**src/include/dispatch_defs.svh**
```systemverilog
`ifndef DISPATCH_DEFS_SVH
`define DISPATCH_DEFS_SVH

// Datapath widths
`define DATA_W 32
`define REG_ADDR_W 5
`define GR_COUNT 32

// Instruction field widths
`define CMD_W 5
`define CC_W 4

// Processor ID and revision, read back through CPUIDR
`define CPUIDR_VALUE 32'h3200_0101

// PCR reads one instruction behind the fetch pc
`define PC_STEP 32'h4

`endif

```
**src/dispatch_pkg.sv**
```systemverilog
`default_nettype none

`include "dispatch_defs.svh"

package dispatch_pkg;

	// System register indices kept in this core
	typedef enum logic [`REG_ADDR_W-1:0] {
		SYSREG_CPUIDR = 5'h00,
		SYSREG_TIDR   = 5'h02,
		SYSREG_PCR    = 5'h04,
		SYSREG_SPR    = 5'h05,
		SYSREG_PSR    = 5'h06,
		SYSREG_PPSR   = 5'h0b,
		SYSREG_PTIDR  = 5'h0f
	} sysreg_idx_e;

	typedef struct packed {
		logic sys_reg;
		logic sys_ldst;
		logic logic_op;
		logic shift;
		logic adder;
		logic mul;
		logic sdiv;
		logic udiv;
		logic ldst;
		logic branch;
	} ex_unit_t;

	typedef struct packed {
		logic [`REG_ADDR_W-1:0] destination;
		logic destination_sysreg;
		logic writeback;
		logic flags_writeback;
		logic [`CMD_W-1:0] cmd;
		logic [`CC_W-1:0] cc_afe;
		logic [`REG_ADDR_W-1:0] source0;
		logic [`REG_ADDR_W-1:0] source1;
		logic source0_sysreg;
		logic source1_sysreg;
		logic source1_imm;
		logic source0_flags;
		ex_unit_t ex;
		logic [`DATA_W-1:0] pc;
	} dispatch_payload_t;

endpackage

`default_nettype wire

```
**src/wb_if.sv**
```systemverilog
`timescale 1ns/1ps
`default_nettype none

`include "dispatch_defs.svh"

interface wb_if;
	logic valid;
	logic [`DATA_W-1:0] data;
	logic [`REG_ADDR_W-1:0] destination;
	logic destination_sysreg;
	logic writeback;
	logic spr_writeback;
	logic [`DATA_W-1:0] spr;
	logic [`DATA_W-1:0] pc;
	logic branch;
	logic [`DATA_W-1:0] branch_pc;

	modport driver (output valid, data, destination, destination_sysreg, writeback,
		spr_writeback, spr, pc, branch, branch_pc);
	modport gr_sink (input valid, data, destination, destination_sysreg, writeback);
	modport sys_sink (input valid, data, destination, destination_sysreg, writeback,
		spr_writeback, spr, pc, branch, branch_pc);
	// Forwarding never needs the branch target
	modport fwd_sink (input valid, data, destination, destination_sysreg, writeback,
		spr_writeback, spr, pc);
endinterface

`default_nettype wire

```
**src/gr_file.sv**
```systemverilog
`timescale 1ns/1ps
`default_nettype none

`include "dispatch_defs.svh"

module gr_file (
	input logic iCLOCK,
	input logic inRESET,
	input logic pipeline_stop,
	wb_if.gr_sink wb,
	input logic [`REG_ADDR_W-1:0] rd0_addr,
	input logic [`REG_ADDR_W-1:0] rd1_addr,
	output logic [`DATA_W-1:0] rd0_data,
	output logic [`DATA_W-1:0] rd1_data
);

	logic [`DATA_W-1:0] regs [`GR_COUNT];
	logic wr_en;

	assign wr_en = wb.valid && !wb.destination_sysreg && wb.writeback && !pipeline_stop;

	always_ff @(posedge iCLOCK or negedge inRESET) begin
		if (!inRESET) begin
			for (int i = 0; i < `GR_COUNT; i++) begin
				regs[i] <= '0;
			end
		end else if (wr_en) begin
			regs[wb.destination] <= wb.data;
		end
	end

	// Forwarding sits outside, so reads see the old value here
	assign rd0_data = regs[rd0_addr];
	assign rd1_data = regs[rd1_addr];

	// A write to an unknown address would corrupt the whole file
	a_wr_dest_known: assert property (
		@(posedge iCLOCK) disable iff (!inRESET)
		wr_en |-> !$isunknown(wb.destination)
	) else $error("gr_file write with unknown destination");

endmodule

`default_nettype wire

```
**src/sysreg_file.sv**
```systemverilog
`timescale 1ns/1ps
`default_nettype none

`include "dispatch_defs.svh"

module sysreg_file (
	input logic iCLOCK,
	input logic inRESET,
	input logic pipeline_stop,
	input logic register_lock,
	input logic set_irq_mode,
	input logic clr_irq_mode,
	wb_if.sys_sink wb,
	input logic [`REG_ADDR_W-1:0] rd0_idx,
	input logic [`REG_ADDR_W-1:0] rd1_idx,
	input logic [`DATA_W-1:0] rd_pc,
	output logic rd0_hit,
	output logic [`DATA_W-1:0] rd0_data,
	output logic rd1_hit,
	output logic [`DATA_W-1:0] rd1_data,
	output logic [`DATA_W-1:0] pcr,
	output logic [`DATA_W-1:0] spr,
	output logic [`DATA_W-1:0] psr,
	output logic [`DATA_W-1:0] ppsr,
	output logic [`DATA_W-1:0] tidr
);
	import dispatch_pkg::*;

	// Interrupt enable bits 6:5 and bit 2 drop on IRQ entry
	localparam logic [`DATA_W-1:0] IRQ_CLR_MASK = 32'h0000_0064;

	logic [`DATA_W-1:0] ptidr;
	logic sys_wr;
	logic spr_wr;
	logic pcr_wr;

	assign sys_wr = !pipeline_stop && wb.valid && wb.destination_sysreg && wb.writeback;
	assign spr_wr = !pipeline_stop && wb.valid && wb.spr_writeback;
	assign pcr_wr = !pipeline_stop && wb.valid && !register_lock;

	always_ff @(posedge iCLOCK or negedge inRESET) begin
		if (!inRESET) begin
			pcr <= '0;
			spr <= '0;
			psr <= '0;
			ppsr <= '0;
			tidr <= '0;
			ptidr <= '0;
		end else begin
			if (pcr_wr) begin
				pcr <= wb.branch ? wb.branch_pc : wb.pc;
			end
			if (spr_wr) begin
				spr <= wb.spr;
			end else if (sys_wr && wb.destination == SYSREG_SPR) begin
				spr <= wb.data;
			end
			// IRQ entry and exit take precedence over writeback
			if (set_irq_mode) begin
				psr <= psr & ~IRQ_CLR_MASK;
				ppsr <= psr;
				ptidr <= tidr;
			end else begin
				if (clr_irq_mode) begin
					psr <= ppsr;
				end else if (sys_wr && wb.destination == SYSREG_PSR) begin
					psr <= wb.data;
				end
				if (sys_wr && wb.destination == SYSREG_PPSR) begin
					ppsr <= wb.data;
				end
				if (sys_wr && wb.destination == SYSREG_PTIDR) begin
					ptidr <= wb.data;
				end
			end
			if (sys_wr && wb.destination == SYSREG_TIDR) begin
				tidr <= wb.data;
			end
		end
	end

	function automatic logic [`DATA_W:0] read_port(input logic [`REG_ADDR_W-1:0] idx);
		case (idx)
			SYSREG_CPUIDR: return {1'b1, `CPUIDR_VALUE};
			SYSREG_TIDR: return {1'b1, tidr};
			SYSREG_PCR: return {1'b1, rd_pc - `PC_STEP};
			SYSREG_SPR: return {1'b1, spr};
			SYSREG_PSR: return {1'b1, psr};
			SYSREG_PPSR: return {1'b1, ppsr};
			SYSREG_PTIDR: return {1'b1, ptidr};
			default: return '0;
		endcase
	endfunction

	always_comb begin
		{rd0_hit, rd0_data} = read_port(rd0_idx);
		{rd1_hit, rd1_data} = read_port(rd1_idx);
	end

	a_irq_exclusive: assert property (
		@(posedge iCLOCK) disable iff (!inRESET)
		!(set_irq_mode && clr_irq_mode)
	) else $error("IRQ mode set and clear strobed together");

endmodule

`default_nettype wire

```
**src/operand_select.sv**
```systemverilog
`timescale 1ns/1ps
`default_nettype none

`include "dispatch_defs.svh"

module operand_select (
	wb_if.fwd_sink wb,
	input dispatch_pkg::dispatch_payload_t payload,
	input logic [`DATA_W-1:0] imm1,
	input logic [`DATA_W-1:0] gr0,
	input logic [`DATA_W-1:0] gr1,
	input logic sys0_hit,
	input logic [`DATA_W-1:0] sys0,
	input logic sys1_hit,
	input logic [`DATA_W-1:0] sys1,
	output logic [`DATA_W-1:0] operand0,
	output logic [`DATA_W-1:0] operand1
);
	import dispatch_pkg::*;

	// Returns {match, value} for a same-cycle writeback
	function automatic logic [`DATA_W:0] forward(
		input logic [`REG_ADDR_W-1:0] ptr,
		input logic sysreg
	);
		if (!wb.valid) begin
			return '0;
		end
		if (sysreg) begin
			if (!wb.destination_sysreg) begin
				return '0;
			end
			if (ptr == SYSREG_PCR) begin
				return {1'b1, wb.pc};
			end
			if (ptr == SYSREG_SPR && wb.spr_writeback) begin
				return {1'b1, wb.spr};
			end
			if (ptr == wb.destination && wb.writeback) begin
				return {1'b1, wb.data};
			end
			return '0;
		end
		if (!wb.destination_sysreg && ptr == wb.destination && wb.writeback) begin
			return {1'b1, wb.data};
		end
		return '0;
	endfunction

	logic fwd0_hit;
	logic fwd1_hit;
	logic [`DATA_W-1:0] fwd0;
	logic [`DATA_W-1:0] fwd1;

	always_comb begin
		{fwd0_hit, fwd0} = forward(payload.source0, payload.source0_sysreg);
		{fwd1_hit, fwd1} = forward(payload.source1, payload.source1_sysreg);
	end

	always_comb begin
		if (fwd0_hit) begin
			operand0 = fwd0;
		end else if (payload.source0_sysreg && sys0_hit) begin
			operand0 = sys0;
		end else begin
			operand0 = gr0;
		end
	end

	// Immediate wins over everything on source 1
	always_comb begin
		if (payload.source1_imm) begin
			operand1 = imm1;
		end else if (fwd1_hit) begin
			operand1 = fwd1;
		end else if (payload.source1_sysreg && sys1_hit) begin
			operand1 = sys1;
		end else begin
			operand1 = gr1;
		end
	end

endmodule

`default_nettype wire

```
**src/dispatch_stage.sv**
```systemverilog
`timescale 1ns/1ps
`default_nettype none

`include "dispatch_defs.svh"

module dispatch_stage (
	input logic iCLOCK,
	input logic inRESET,
	input logic refresh,
	input logic next_lock,
	input logic previous_valid,
	input dispatch_pkg::dispatch_payload_t payload_in,
	input logic [`DATA_W-1:0] operand0_in,
	input logic [`DATA_W-1:0] operand1_in,
	output logic next_valid,
	output dispatch_pkg::dispatch_payload_t payload_out,
	output logic [`DATA_W-1:0] operand0_out,
	output logic [`DATA_W-1:0] operand1_out
);

	logic valid_r;

	always_ff @(posedge iCLOCK or negedge inRESET) begin
		if (!inRESET) begin
			valid_r <= 1'b0;
			payload_out <= '0;
			operand0_out <= '0;
			operand1_out <= '0;
		end else if (refresh) begin
			valid_r <= 1'b0;
			payload_out <= '0;
			operand0_out <= '0;
			operand1_out <= '0;
		end else if (!next_lock) begin
			valid_r <= previous_valid;
			payload_out <= payload_in;
			operand0_out <= operand0_in;
			operand1_out <= operand1_in;
		end
	end

	// Held entry is hidden while downstream is stalled
	assign next_valid = valid_r && !next_lock;

	// An unknown valid would leak into the next stage
	a_valid_known: assert property (
		@(posedge iCLOCK) disable iff (!inRESET)
		!next_lock && !refresh |-> !$isunknown(previous_valid)
	) else $error("previous_valid unknown when captured");

endmodule

`default_nettype wire

```
**src/dispatch_top.sv**
```systemverilog
`timescale 1ns/1ps
`default_nettype none

`include "dispatch_defs.svh"

module dispatch_top (
	input logic iCLOCK,
	input logic inRESET,
	input logic register_lock,
	input logic pipeline_stop,
	input logic refresh,
	input logic set_irq_mode,
	input logic clr_irq_mode,
	// Previous stage
	input logic previous_valid,
	input logic [`REG_ADDR_W-1:0] previous_destination,
	input logic previous_destination_sysreg,
	input logic previous_writeback,
	input logic previous_flags_writeback,
	input logic [`CMD_W-1:0] previous_cmd,
	input logic [`CC_W-1:0] previous_cc_afe,
	input logic [`REG_ADDR_W-1:0] previous_source0,
	input logic [`DATA_W-1:0] previous_source1,
	input logic previous_source0_sysreg,
	input logic previous_source1_sysreg,
	input logic previous_source1_imm,
	input logic previous_source0_flags,
	input logic previous_ex_sys_reg,
	input logic previous_ex_sys_ldst,
	input logic previous_ex_logic,
	input logic previous_ex_shift,
	input logic previous_ex_adder,
	input logic previous_ex_mul,
	input logic previous_ex_sdiv,
	input logic previous_ex_udiv,
	input logic previous_ex_ldst,
	input logic previous_ex_branch,
	input logic [`DATA_W-1:0] previous_pc,
	output logic prev_lock,
	// Next stage
	output logic next_valid,
	output logic [`REG_ADDR_W-1:0] next_destination,
	output logic next_destination_sysreg,
	output logic next_writeback,
	output logic next_flags_writeback,
	output logic [`CMD_W-1:0] next_cmd,
	output logic [`CC_W-1:0] next_cc_afe,
	output logic [`DATA_W-1:0] next_source0,
	output logic [`DATA_W-1:0] next_source1,
	output logic [`REG_ADDR_W-1:0] next_source0_pointer,
	output logic [`REG_ADDR_W-1:0] next_source1_pointer,
	output logic next_source0_sysreg,
	output logic next_source1_sysreg,
	output logic next_source1_imm,
	output logic next_source0_flags,
	output logic next_ex_sys_reg,
	output logic next_ex_sys_ldst,
	output logic next_ex_logic,
	output logic next_ex_shift,
	output logic next_ex_adder,
	output logic next_ex_mul,
	output logic next_ex_sdiv,
	output logic next_ex_udiv,
	output logic next_ex_ldst,
	output logic next_ex_branch,
	output logic [`DATA_W-1:0] next_pc,
	input logic next_lock,
	// Writeback
	input logic wb_valid,
	input logic [`DATA_W-1:0] wb_data,
	input logic [`REG_ADDR_W-1:0] wb_destination,
	input logic wb_destination_sysreg,
	input logic wb_writeback,
	input logic wb_spr_writeback,
	input logic [`DATA_W-1:0] wb_spr,
	input logic [`DATA_W-1:0] wb_pc,
	input logic wb_branch,
	input logic [`DATA_W-1:0] wb_branch_pc,
	// System register view
	output logic [`DATA_W-1:0] sysreg_pcr,
	output logic [`DATA_W-1:0] sysreg_spr,
	output logic [`DATA_W-1:0] sysreg_psr,
	output logic [`DATA_W-1:0] sysreg_ppsr,
	output logic [`DATA_W-1:0] sysreg_tidr
);
	import dispatch_pkg::*;

	dispatch_payload_t prev_payload;
	dispatch_payload_t stage_payload;
	logic [`DATA_W-1:0] gr0;
	logic [`DATA_W-1:0] gr1;
	logic sys0_hit;
	logic sys1_hit;
	logic [`DATA_W-1:0] sys0;
	logic [`DATA_W-1:0] sys1;
	logic [`DATA_W-1:0] operand0;
	logic [`DATA_W-1:0] operand1;

	wb_if wb ();

	assign wb.valid = wb_valid;
	assign wb.data = wb_data;
	assign wb.destination = wb_destination;
	assign wb.destination_sysreg = wb_destination_sysreg;
	assign wb.writeback = wb_writeback;
	assign wb.spr_writeback = wb_spr_writeback;
	assign wb.spr = wb_spr;
	assign wb.pc = wb_pc;
	assign wb.branch = wb_branch;
	assign wb.branch_pc = wb_branch_pc;

	always_comb begin
		prev_payload.destination = previous_destination;
		prev_payload.destination_sysreg = previous_destination_sysreg;
		prev_payload.writeback = previous_writeback;
		prev_payload.flags_writeback = previous_flags_writeback;
		prev_payload.cmd = previous_cmd;
		prev_payload.cc_afe = previous_cc_afe;
		prev_payload.source0 = previous_source0;
		// Pointer is the low bits of the shared source 1 field
		prev_payload.source1 = previous_source1[`REG_ADDR_W-1:0];
		prev_payload.source0_sysreg = previous_source0_sysreg;
		prev_payload.source1_sysreg = previous_source1_sysreg;
		prev_payload.source1_imm = previous_source1_imm;
		prev_payload.source0_flags = previous_source0_flags;
		prev_payload.ex = {previous_ex_sys_reg, previous_ex_sys_ldst, previous_ex_logic,
			previous_ex_shift, previous_ex_adder, previous_ex_mul, previous_ex_sdiv,
			previous_ex_udiv, previous_ex_ldst, previous_ex_branch};
		prev_payload.pc = previous_pc;
	end

	gr_file i_gr (
		.iCLOCK(iCLOCK),
		.inRESET(inRESET),
		.pipeline_stop(pipeline_stop),
		.wb(wb.gr_sink),
		.rd0_addr(prev_payload.source0),
		.rd1_addr(prev_payload.source1),
		.rd0_data(gr0),
		.rd1_data(gr1)
	);

	sysreg_file i_sys (
		.iCLOCK(iCLOCK),
		.inRESET(inRESET),
		.pipeline_stop(pipeline_stop),
		.register_lock(register_lock),
		.set_irq_mode(set_irq_mode),
		.clr_irq_mode(clr_irq_mode),
		.wb(wb.sys_sink),
		.rd0_idx(prev_payload.source0),
		.rd1_idx(prev_payload.source1),
		.rd_pc(previous_pc),
		.rd0_hit(sys0_hit),
		.rd0_data(sys0),
		.rd1_hit(sys1_hit),
		.rd1_data(sys1),
		.pcr(sysreg_pcr),
		.spr(sysreg_spr),
		.psr(sysreg_psr),
		.ppsr(sysreg_ppsr),
		.tidr(sysreg_tidr)
	);

	operand_select i_sel (
		.wb(wb.fwd_sink),
		.payload(prev_payload),
		.imm1(previous_source1),
		.gr0(gr0),
		.gr1(gr1),
		.sys0_hit(sys0_hit),
		.sys0(sys0),
		.sys1_hit(sys1_hit),
		.sys1(sys1),
		.operand0(operand0),
		.operand1(operand1)
	);

	dispatch_stage i_stage (
		.iCLOCK(iCLOCK),
		.inRESET(inRESET),
		.refresh(refresh),
		.next_lock(next_lock),
		.previous_valid(previous_valid),
		.payload_in(prev_payload),
		.operand0_in(operand0),
		.operand1_in(operand1),
		.next_valid(next_valid),
		.payload_out(stage_payload),
		.operand0_out(next_source0),
		.operand1_out(next_source1)
	);

	assign prev_lock = next_lock;

	assign next_destination = stage_payload.destination;
	assign next_destination_sysreg = stage_payload.destination_sysreg;
	assign next_writeback = stage_payload.writeback;
	assign next_flags_writeback = stage_payload.flags_writeback;
	assign next_cmd = stage_payload.cmd;
	assign next_cc_afe = stage_payload.cc_afe;
	assign next_source0_pointer = stage_payload.source0;
	assign next_source1_pointer = stage_payload.source1;
	assign next_source0_sysreg = stage_payload.source0_sysreg;
	assign next_source1_sysreg = stage_payload.source1_sysreg;
	assign next_source1_imm = stage_payload.source1_imm;
	assign next_source0_flags = stage_payload.source0_flags;
	assign {next_ex_sys_reg, next_ex_sys_ldst, next_ex_logic, next_ex_shift, next_ex_adder,
		next_ex_mul, next_ex_sdiv, next_ex_udiv, next_ex_ldst, next_ex_branch} = stage_payload.ex;
	assign next_pc = stage_payload.pc;

endmodule

`default_nettype wire

```
**config.mk**
```make
export PLATFORM = sky130hd
export DESIGN_NAME = dispatch_top
export DESIGN_NICKNAME = d
export VERILOG_FILES = /design/src/dispatch_pkg.sv /design/src/wb_if.sv /design/src/gr_file.sv /design/src/sysreg_file.sv /design/src/operand_select.sv /design/src/dispatch_stage.sv /design/src/dispatch_top.sv
export VERILOG_INCLUDE_DIRS = /design/src /design/src/include
export SDC_FILE = /design/constraint.sdc
export NUM_CORES = 2
export LEC_CHECK = 0
export ABC_AREA = 1
export ABC_CLOCK_PERIOD_IN_PS = 2140
export BUFFER_PORTS_ARGS = -buffer_cell sky130_fd_sc_hd__buf_2
export CAP_MARGIN = 20
export CELL_PAD_IN_SITES_DETAIL_PLACEMENT = 1
export CELL_PAD_IN_SITES_GLOBAL_PLACEMENT = 1
export CORE_MARGIN = 4
export CORE_UTILIZATION = 48
export CTS_CLUSTER_DIAMETER = 60
export CTS_CLUSTER_SIZE = 30
export DETAILED_ROUTE_END_ITERATION = 6
export PLACE_DENSITY = 0.9
export SETUP_SLACK_MARGIN = 0.15
export SLEW_MARGIN = 20
export SYNTH_ARGS = -nofsm -noshare
export SYNTH_HDL_FRONTEND = slang
export SYNTH_SLANG_ARGS = --single-unit
```
**constraint.sdc**
```tcl
create_clock -name iCLOCK -period 2.14 [get_ports iCLOCK]
set_clock_uncertainty 0.15 [all_clocks]
set_input_delay 0.214 -clock iCLOCK [delete_from_list [all_inputs] [get_ports iCLOCK]]
set_output_delay 0.214 -clock iCLOCK [all_outputs]
set_load 0.05 [all_outputs]
```
==> metrics.md, run 1 <==
| Metric | Value |
|---|---|
| Outcome | aborted with a tool error |
| Stage reached | global routing (5_1_grt) |
| Error | [ERROR GRT-0116] Global routing finished with congestion. Check the congestion regions in the DRC Viewer. |
| Area of the mapped netlist | 74,900 sq um |
| Top FF cell, synth | dfrtp_1 |
| Area after DPL | 88,000 sq um |
| Most common cell in the synthesized netlist | nand2_1 |
| Synth top area share | 0.452 |
| Yosys top cell by area | dfrtp_1 |
| GRT Util Overall | 0.796 |
| Most frequent cells after synthesis | nand2_1 (3,227), nor2_1 (1,818), o21ai_0 (1,418) |
| HPWL Detailed | 319,000 um |
| Pin count of the biggest net entering global routing | between 100 and 150 |
| Dpl ws | -1.04 ns |
| Die width | 403 um |
| GPL Wtd Cong | 1.12 |
| Sequential area share after synthesis | 0.452 |
| Largest cells by area after synthesis | dfrtp_1 (45%), nand2_1 (16%), o21ai_0 (9.5%) |
| Io pins | 546 |
| YS warnings | 0 |
| Syn Nets | 11,200 |
| Htree depth | 4 |
| Die Height | 403 um |
| Port Buffers | 545 |
| Yosys cell types | 32 |
| Cell count after synthesis | ~11,000 |
| Core Rows | 144 |
| CTS Sinks | 1,354 |
| Register bit count reported by yosys | around 1,400 |
| Clock root buffer | clkbuf_16 |
| Avg Inst Size Synth | 6.87 sq um |
| First-pass GRT wire length | 932,000 um |
| Vias in the first global route | 121,000 |
| Async SR Flop Fraction | 1.00 |
| Global route total overflow | 7 |
| Starting Density | 0.485 |
| CTS buffer count | between 100 and 150 |
| Post-synth EDFFs | 0 |
| Clock buffer depth | 3 |
## stage by stage
| stage | hold slack [ns] | TNS [ns] | cells |
|---|---|---|---|
| 4_1_cts | 0.000496 | 0 | 14300 |
| 3_5_place_dp | -0.0505 | -226.85 | 13700 |
| 3_3_place_gp | -0.0484 | -130.42 | 13700 |
| 2_1_floorplan | -0.232 | 0 | 10900 |
## per-layer routing
layer | track usage | GRT overflow
met1 | 0.805 | 0
met3 | 0.672 | 1
met4 | 0.757 | 5
met2 | 0.934 | 1
met5 | 0.444 | 0
## cell families after synthesis
family / synth area share
XOR/XNOR: 0.00164
AO/OA/AOI/OAI: 0.191
AND/OR/NAND/NOR: 0.276
flip-flops: 0.452
buffers and inverters: 0.0793
adder cells (fa/ha/maj): 0.000167
## timing repair
| item | 4_1_cts |
|---|---|
| setup endpoints to repair | 82 |
| hold buffers | 350 |
| hold endpoints to repair | 1672 |
| buffers inserted | 29 |
| gates cloned | 4 |
| pin swaps | 43 |
| resized for setup | 207 |
==> run 2: changes to the inputs <==
--- a/config.mk
+++ b/config.mk
@@ -10,15 +10,10 @@
 export ABC_CLOCK_PERIOD_IN_PS = 2140
 export BUFFER_PORTS_ARGS = -buffer_cell sky130_fd_sc_hd__buf_2
 export CAP_MARGIN = 20
-export CELL_PAD_IN_SITES_DETAIL_PLACEMENT = 1
-export CELL_PAD_IN_SITES_GLOBAL_PLACEMENT = 1
 export CORE_MARGIN = 4
-export CORE_UTILIZATION = 48
-export CTS_CLUSTER_DIAMETER = 60
-export CTS_CLUSTER_SIZE = 30
+export CORE_UTILIZATION = 36
 export DETAILED_ROUTE_END_ITERATION = 6
-export PLACE_DENSITY = 0.9
-export SETUP_SLACK_MARGIN = 0.15
+export PLACE_DENSITY_LB_ADDON = 0.15
 export SLEW_MARGIN = 20
 export SYNTH_ARGS = -nofsm -noshare
 export SYNTH_HDL_FRONTEND = slang
==> run 2 against run 1 <==
The flow now finishes, with violations (setup timing). Area after synthesis unchanged. Synthesized cell count unchanged.
==> metrics.md, run 2 <==
| Metric | Value |
|---|---|
| Cell count after synthesis | 10,900 |
| Final #Nets | 12,500 |
| Slowest Stage Delay on Critical Path | 0.56 ns |
| Starting Density | 0.362 |
| Drt pass-1 iters | 7 |
| WL/cell | 28.7 um |
| Share of layout cells above drive strength 1 | 0.156 |
| CTS clock-pin slew for the worst setup and hold paths | 0.06 ns |
| Port Buffers | roughly 550 |
| Pin count of the biggest net entering global routing | 97 |
| CTS buffer count | 163 |
| Regs by FF count | i_gr.regs: 1024 flops, i_stage.payload_out: 73 flops |
| Slew HR | 0.285 |
| Die area | 216,000 sq um |
| Clock root buffer | clkbuf_16 |
| Fin. max-slew vios | 0 |
| Avg Inst Size Synth | 6.87 sq um |
| RSZ-0062 raised after global routing | yes |
| Hold crit path type | primary input to flop |
| Crit path capture type | flop |
| Syn Nets | between 10,000 and 15,000 |
| Vias in the first global route | 81,100 |
| Failing checks | setup timing |
| Post-synth EDFFs | 0 |
| CP cell instances | buf_2 > inv_1 > buf_4 > buf_4 > nor3_1 > buf_4 > inv_1 > nor3_2 > nand2_1 > nand2_2 > buf_12 > buf_12 > o211ai_1 > dlygate4sd3_1 > o21ai_0 |
| Global route total overflow | 0 |
| Levels on crit path | 15 |
| Io pins | 546 |
| WP data required | 2.72 ns |
| Fin util | 0.477 |
| Hold Path Depth | 7 |
| Critical Path AT | ~2.7 ns |
| Most common cell in the synthesized netlist | nand2_1 |
| First-pass GRT wire length | ~610,000 um |
| Most flops, register | i_gr.regs |
| Fmax | roughly 460 MHz |
| Slowest CP cell | dlygate4sd3_1 |
| IR drop worst, VDD | 904 uV |
| Power per Cell Area | 746 nW/um^2 |
| Drt via density | 5.70 |
| CTS tree | yes |
| GRT Util Overall | 0.391 |
| DRC errors left | 0 |
| Sequential area share after synthesis | 0.452 |
| Core ar. | about 210,000 sq um |
| Clock buffer depth | 3 |
| Routed Antenna Nets | 0 |
| Period Utilization, post-route | 1.01 |
| Largest register FFs | between 1,000 and 1,500 |
| GPL Wtd Cong | 1.05 |
| Yosys cell types | 32 |
| Final WS setup | -0.0147 ns |
| Die Height | 464 um |
| Outcome | complete, but fails checks |
| Die width | 464 um |
| Fill cell count | 20,700 |
| Async SR Flop Fraction | 1.00 |
| Initial DRC Count | 11,800 |
| Critical path's top delay family | buffers and inverters |
| YS warnings | 0 |
| Most common cell on crit path | buf_4 |
| Worst slew pin tran | roughly 1.1 ns |
| Top FF cell, synth | dfrtp_1 |
| Most frequent cells after synthesis | nand2_1 (3,227), nor2_1 (1,818), o21ai_0 (1,418) |
| R2R cell count | 12 |
| Worst path bufs/invs | 9 |
| Area of the mapped netlist | 74,900 sq um |
| Crit path time final | ~2.2 ns |
| Final setup fails | 3 |
| Worst-Skew Late Latency | 0.86 ns |
| Initial antenna violation count | 37 |
| Detailed Route WL | 436,000 um |
| Crit path max fanout | 14 |
| Synth top area share | 0.452 |
| Max-cap violations | 0 |
| CP startpoint kind | primary input |
| Yosys top cell by area | dfrtp_1 |
| CTS Sinks | 1,354 |
| Register bit count reported by yosys | 1,354 |
| Largest cells by area after synthesis | dfrtp_1 (45%), nand2_1 (16%), o21ai_0 (9.5%) |
| Area Growth Syn to Fin | 31.7% |
| Final hold violation count | 0 |
| Commonest non-fill, non-tap cell in the layout | nand2_1 |
| Inst Count DP | 14,500 |
| Finished Layout Cells | 15,200 |
| Core Rows | 167 |
| Total power | 73.6 mW |
| Setup Crit Path Kind | primary input to flop |
| Commonest cells after routing, fill and taps aside | nand2_1 (3,178), nor2_1 (1,803), o21ai_0 (1,416) |
| Static Leak | about 49 nW |
| Hold_ws | around 0.066 ns |
| Htree depth | 4 |
| HPWL Detailed | 303,000 um |
| Vias | about 86,000 |
-- run 2: cell counts after synthesis --
Identical to the previous run, type by type.
-- run 2: power by group --
group	leakage, nW	switching [mW]	total, mW	internal [mW]
combinational	27.9	11.0	15.8	4.81
sequential	18.4	1.46	28.6	27.2
clock	2.70	12.3	29.1	16.8
-- run 2: cells by family (layout without fill, tap and decap cells) --
logic type	count (synthesis)	after routing	synth area share
AOI/OAI and AO/OA	2588	2588	0.191
and+or+nand+nor	5379	5379	0.276
other	0	21	0
buffers and inverters	1568	3008	0.0793
adders and majority gates	1	1	0.000167
DFF	1354	1354	0.452
xor gates and xnor gates	14	14	0.00164
-- run 2: layer usage --
layer / global-route usage / part of all wire / vias up
met4: 0.232 / 0.071 / 29
li1: - / - / 37800
met2: 0.554 / 0.41 / 5517
met1: 0.525 / 0.40 / 41800
met3: 0.118 / 0.12 / 1272
met5: 0 / 0.0010 / -
-- run 2: metrics by stage --
step	setup slack (ns)	area (sq um)	setup TNS, ns
floorplan	0.00897	74900	0
global placement	-0.930	89300	-385.79
detailed placement	-0.939	89300	-386.58
CTS	0.00503	98500	0
global route	-0.0532	98700	-0.320
finish	-0.0147	98700	-0.0304
-- run 2: worst min-delay path: cells and delay by family --
kind | cells | cell delay [ns]
AOI/OAI and AO/OA | 1 | 0.24
and+or+nand+nor | 5 | 0.33
buffers and inverters | 1 | 0.23
-- run 2: worst paths after layout --
check | start | end | slack [ns]
worst min register to register | i_stage.payload_out[43]$_DFFE_PN0P_ | i_stage.payload_out[43]$_DFFE_PN0P_ | 0.33
worst max-delay path | wb_destination[2] | i_sys.spr[6]$_DFFE_PN0P_ | -0.01
worst min-delay path | wb_pc[4] | i_stage.operand0_out[4]$_DFFE_PN0P_ | 0.07
worst max register to register | i_gr.regs[396]$_DFFE_PN0P_ | i_stage.operand1_out[12]$_DFFE_PN0P_ | 0.05
min in group asynchronous | inRESET | i_gr.regs[430]$_DFFE_PN0P_ | 0.29
max in group asynchronous | inRESET | i_stage.operand0_out[3]$_DFFE_PN0P_ | 0.53
-- run 2: timing repair --
item,in CTS,in global routing
hold buffers,374,0
setup endpoints to repair,9,45
resized for setup,10,31
pin swaps,0,1
hold endpoints to repair,1721,0
setup buffers,0,0
-- run 2: layout make-up --
type | count | area (sq um) | share of cell area
repair buffers | 1931 | 17300 | 0.175
well taps | 2788 | 3490 | 0.0353
inverters | 779 | 2930 | 0.0297
diodes | 21 | 52.6 | 0.000532
flip-flops and latches | 1354 | 33900 | 0.343
clock inverters | 50 | 664 | 0.00673
clock buffers | 248 | 4830 | 0.0489
multi-input cells | 7982 | 35600 | 0.360
(Power assumes the default switching activity.)
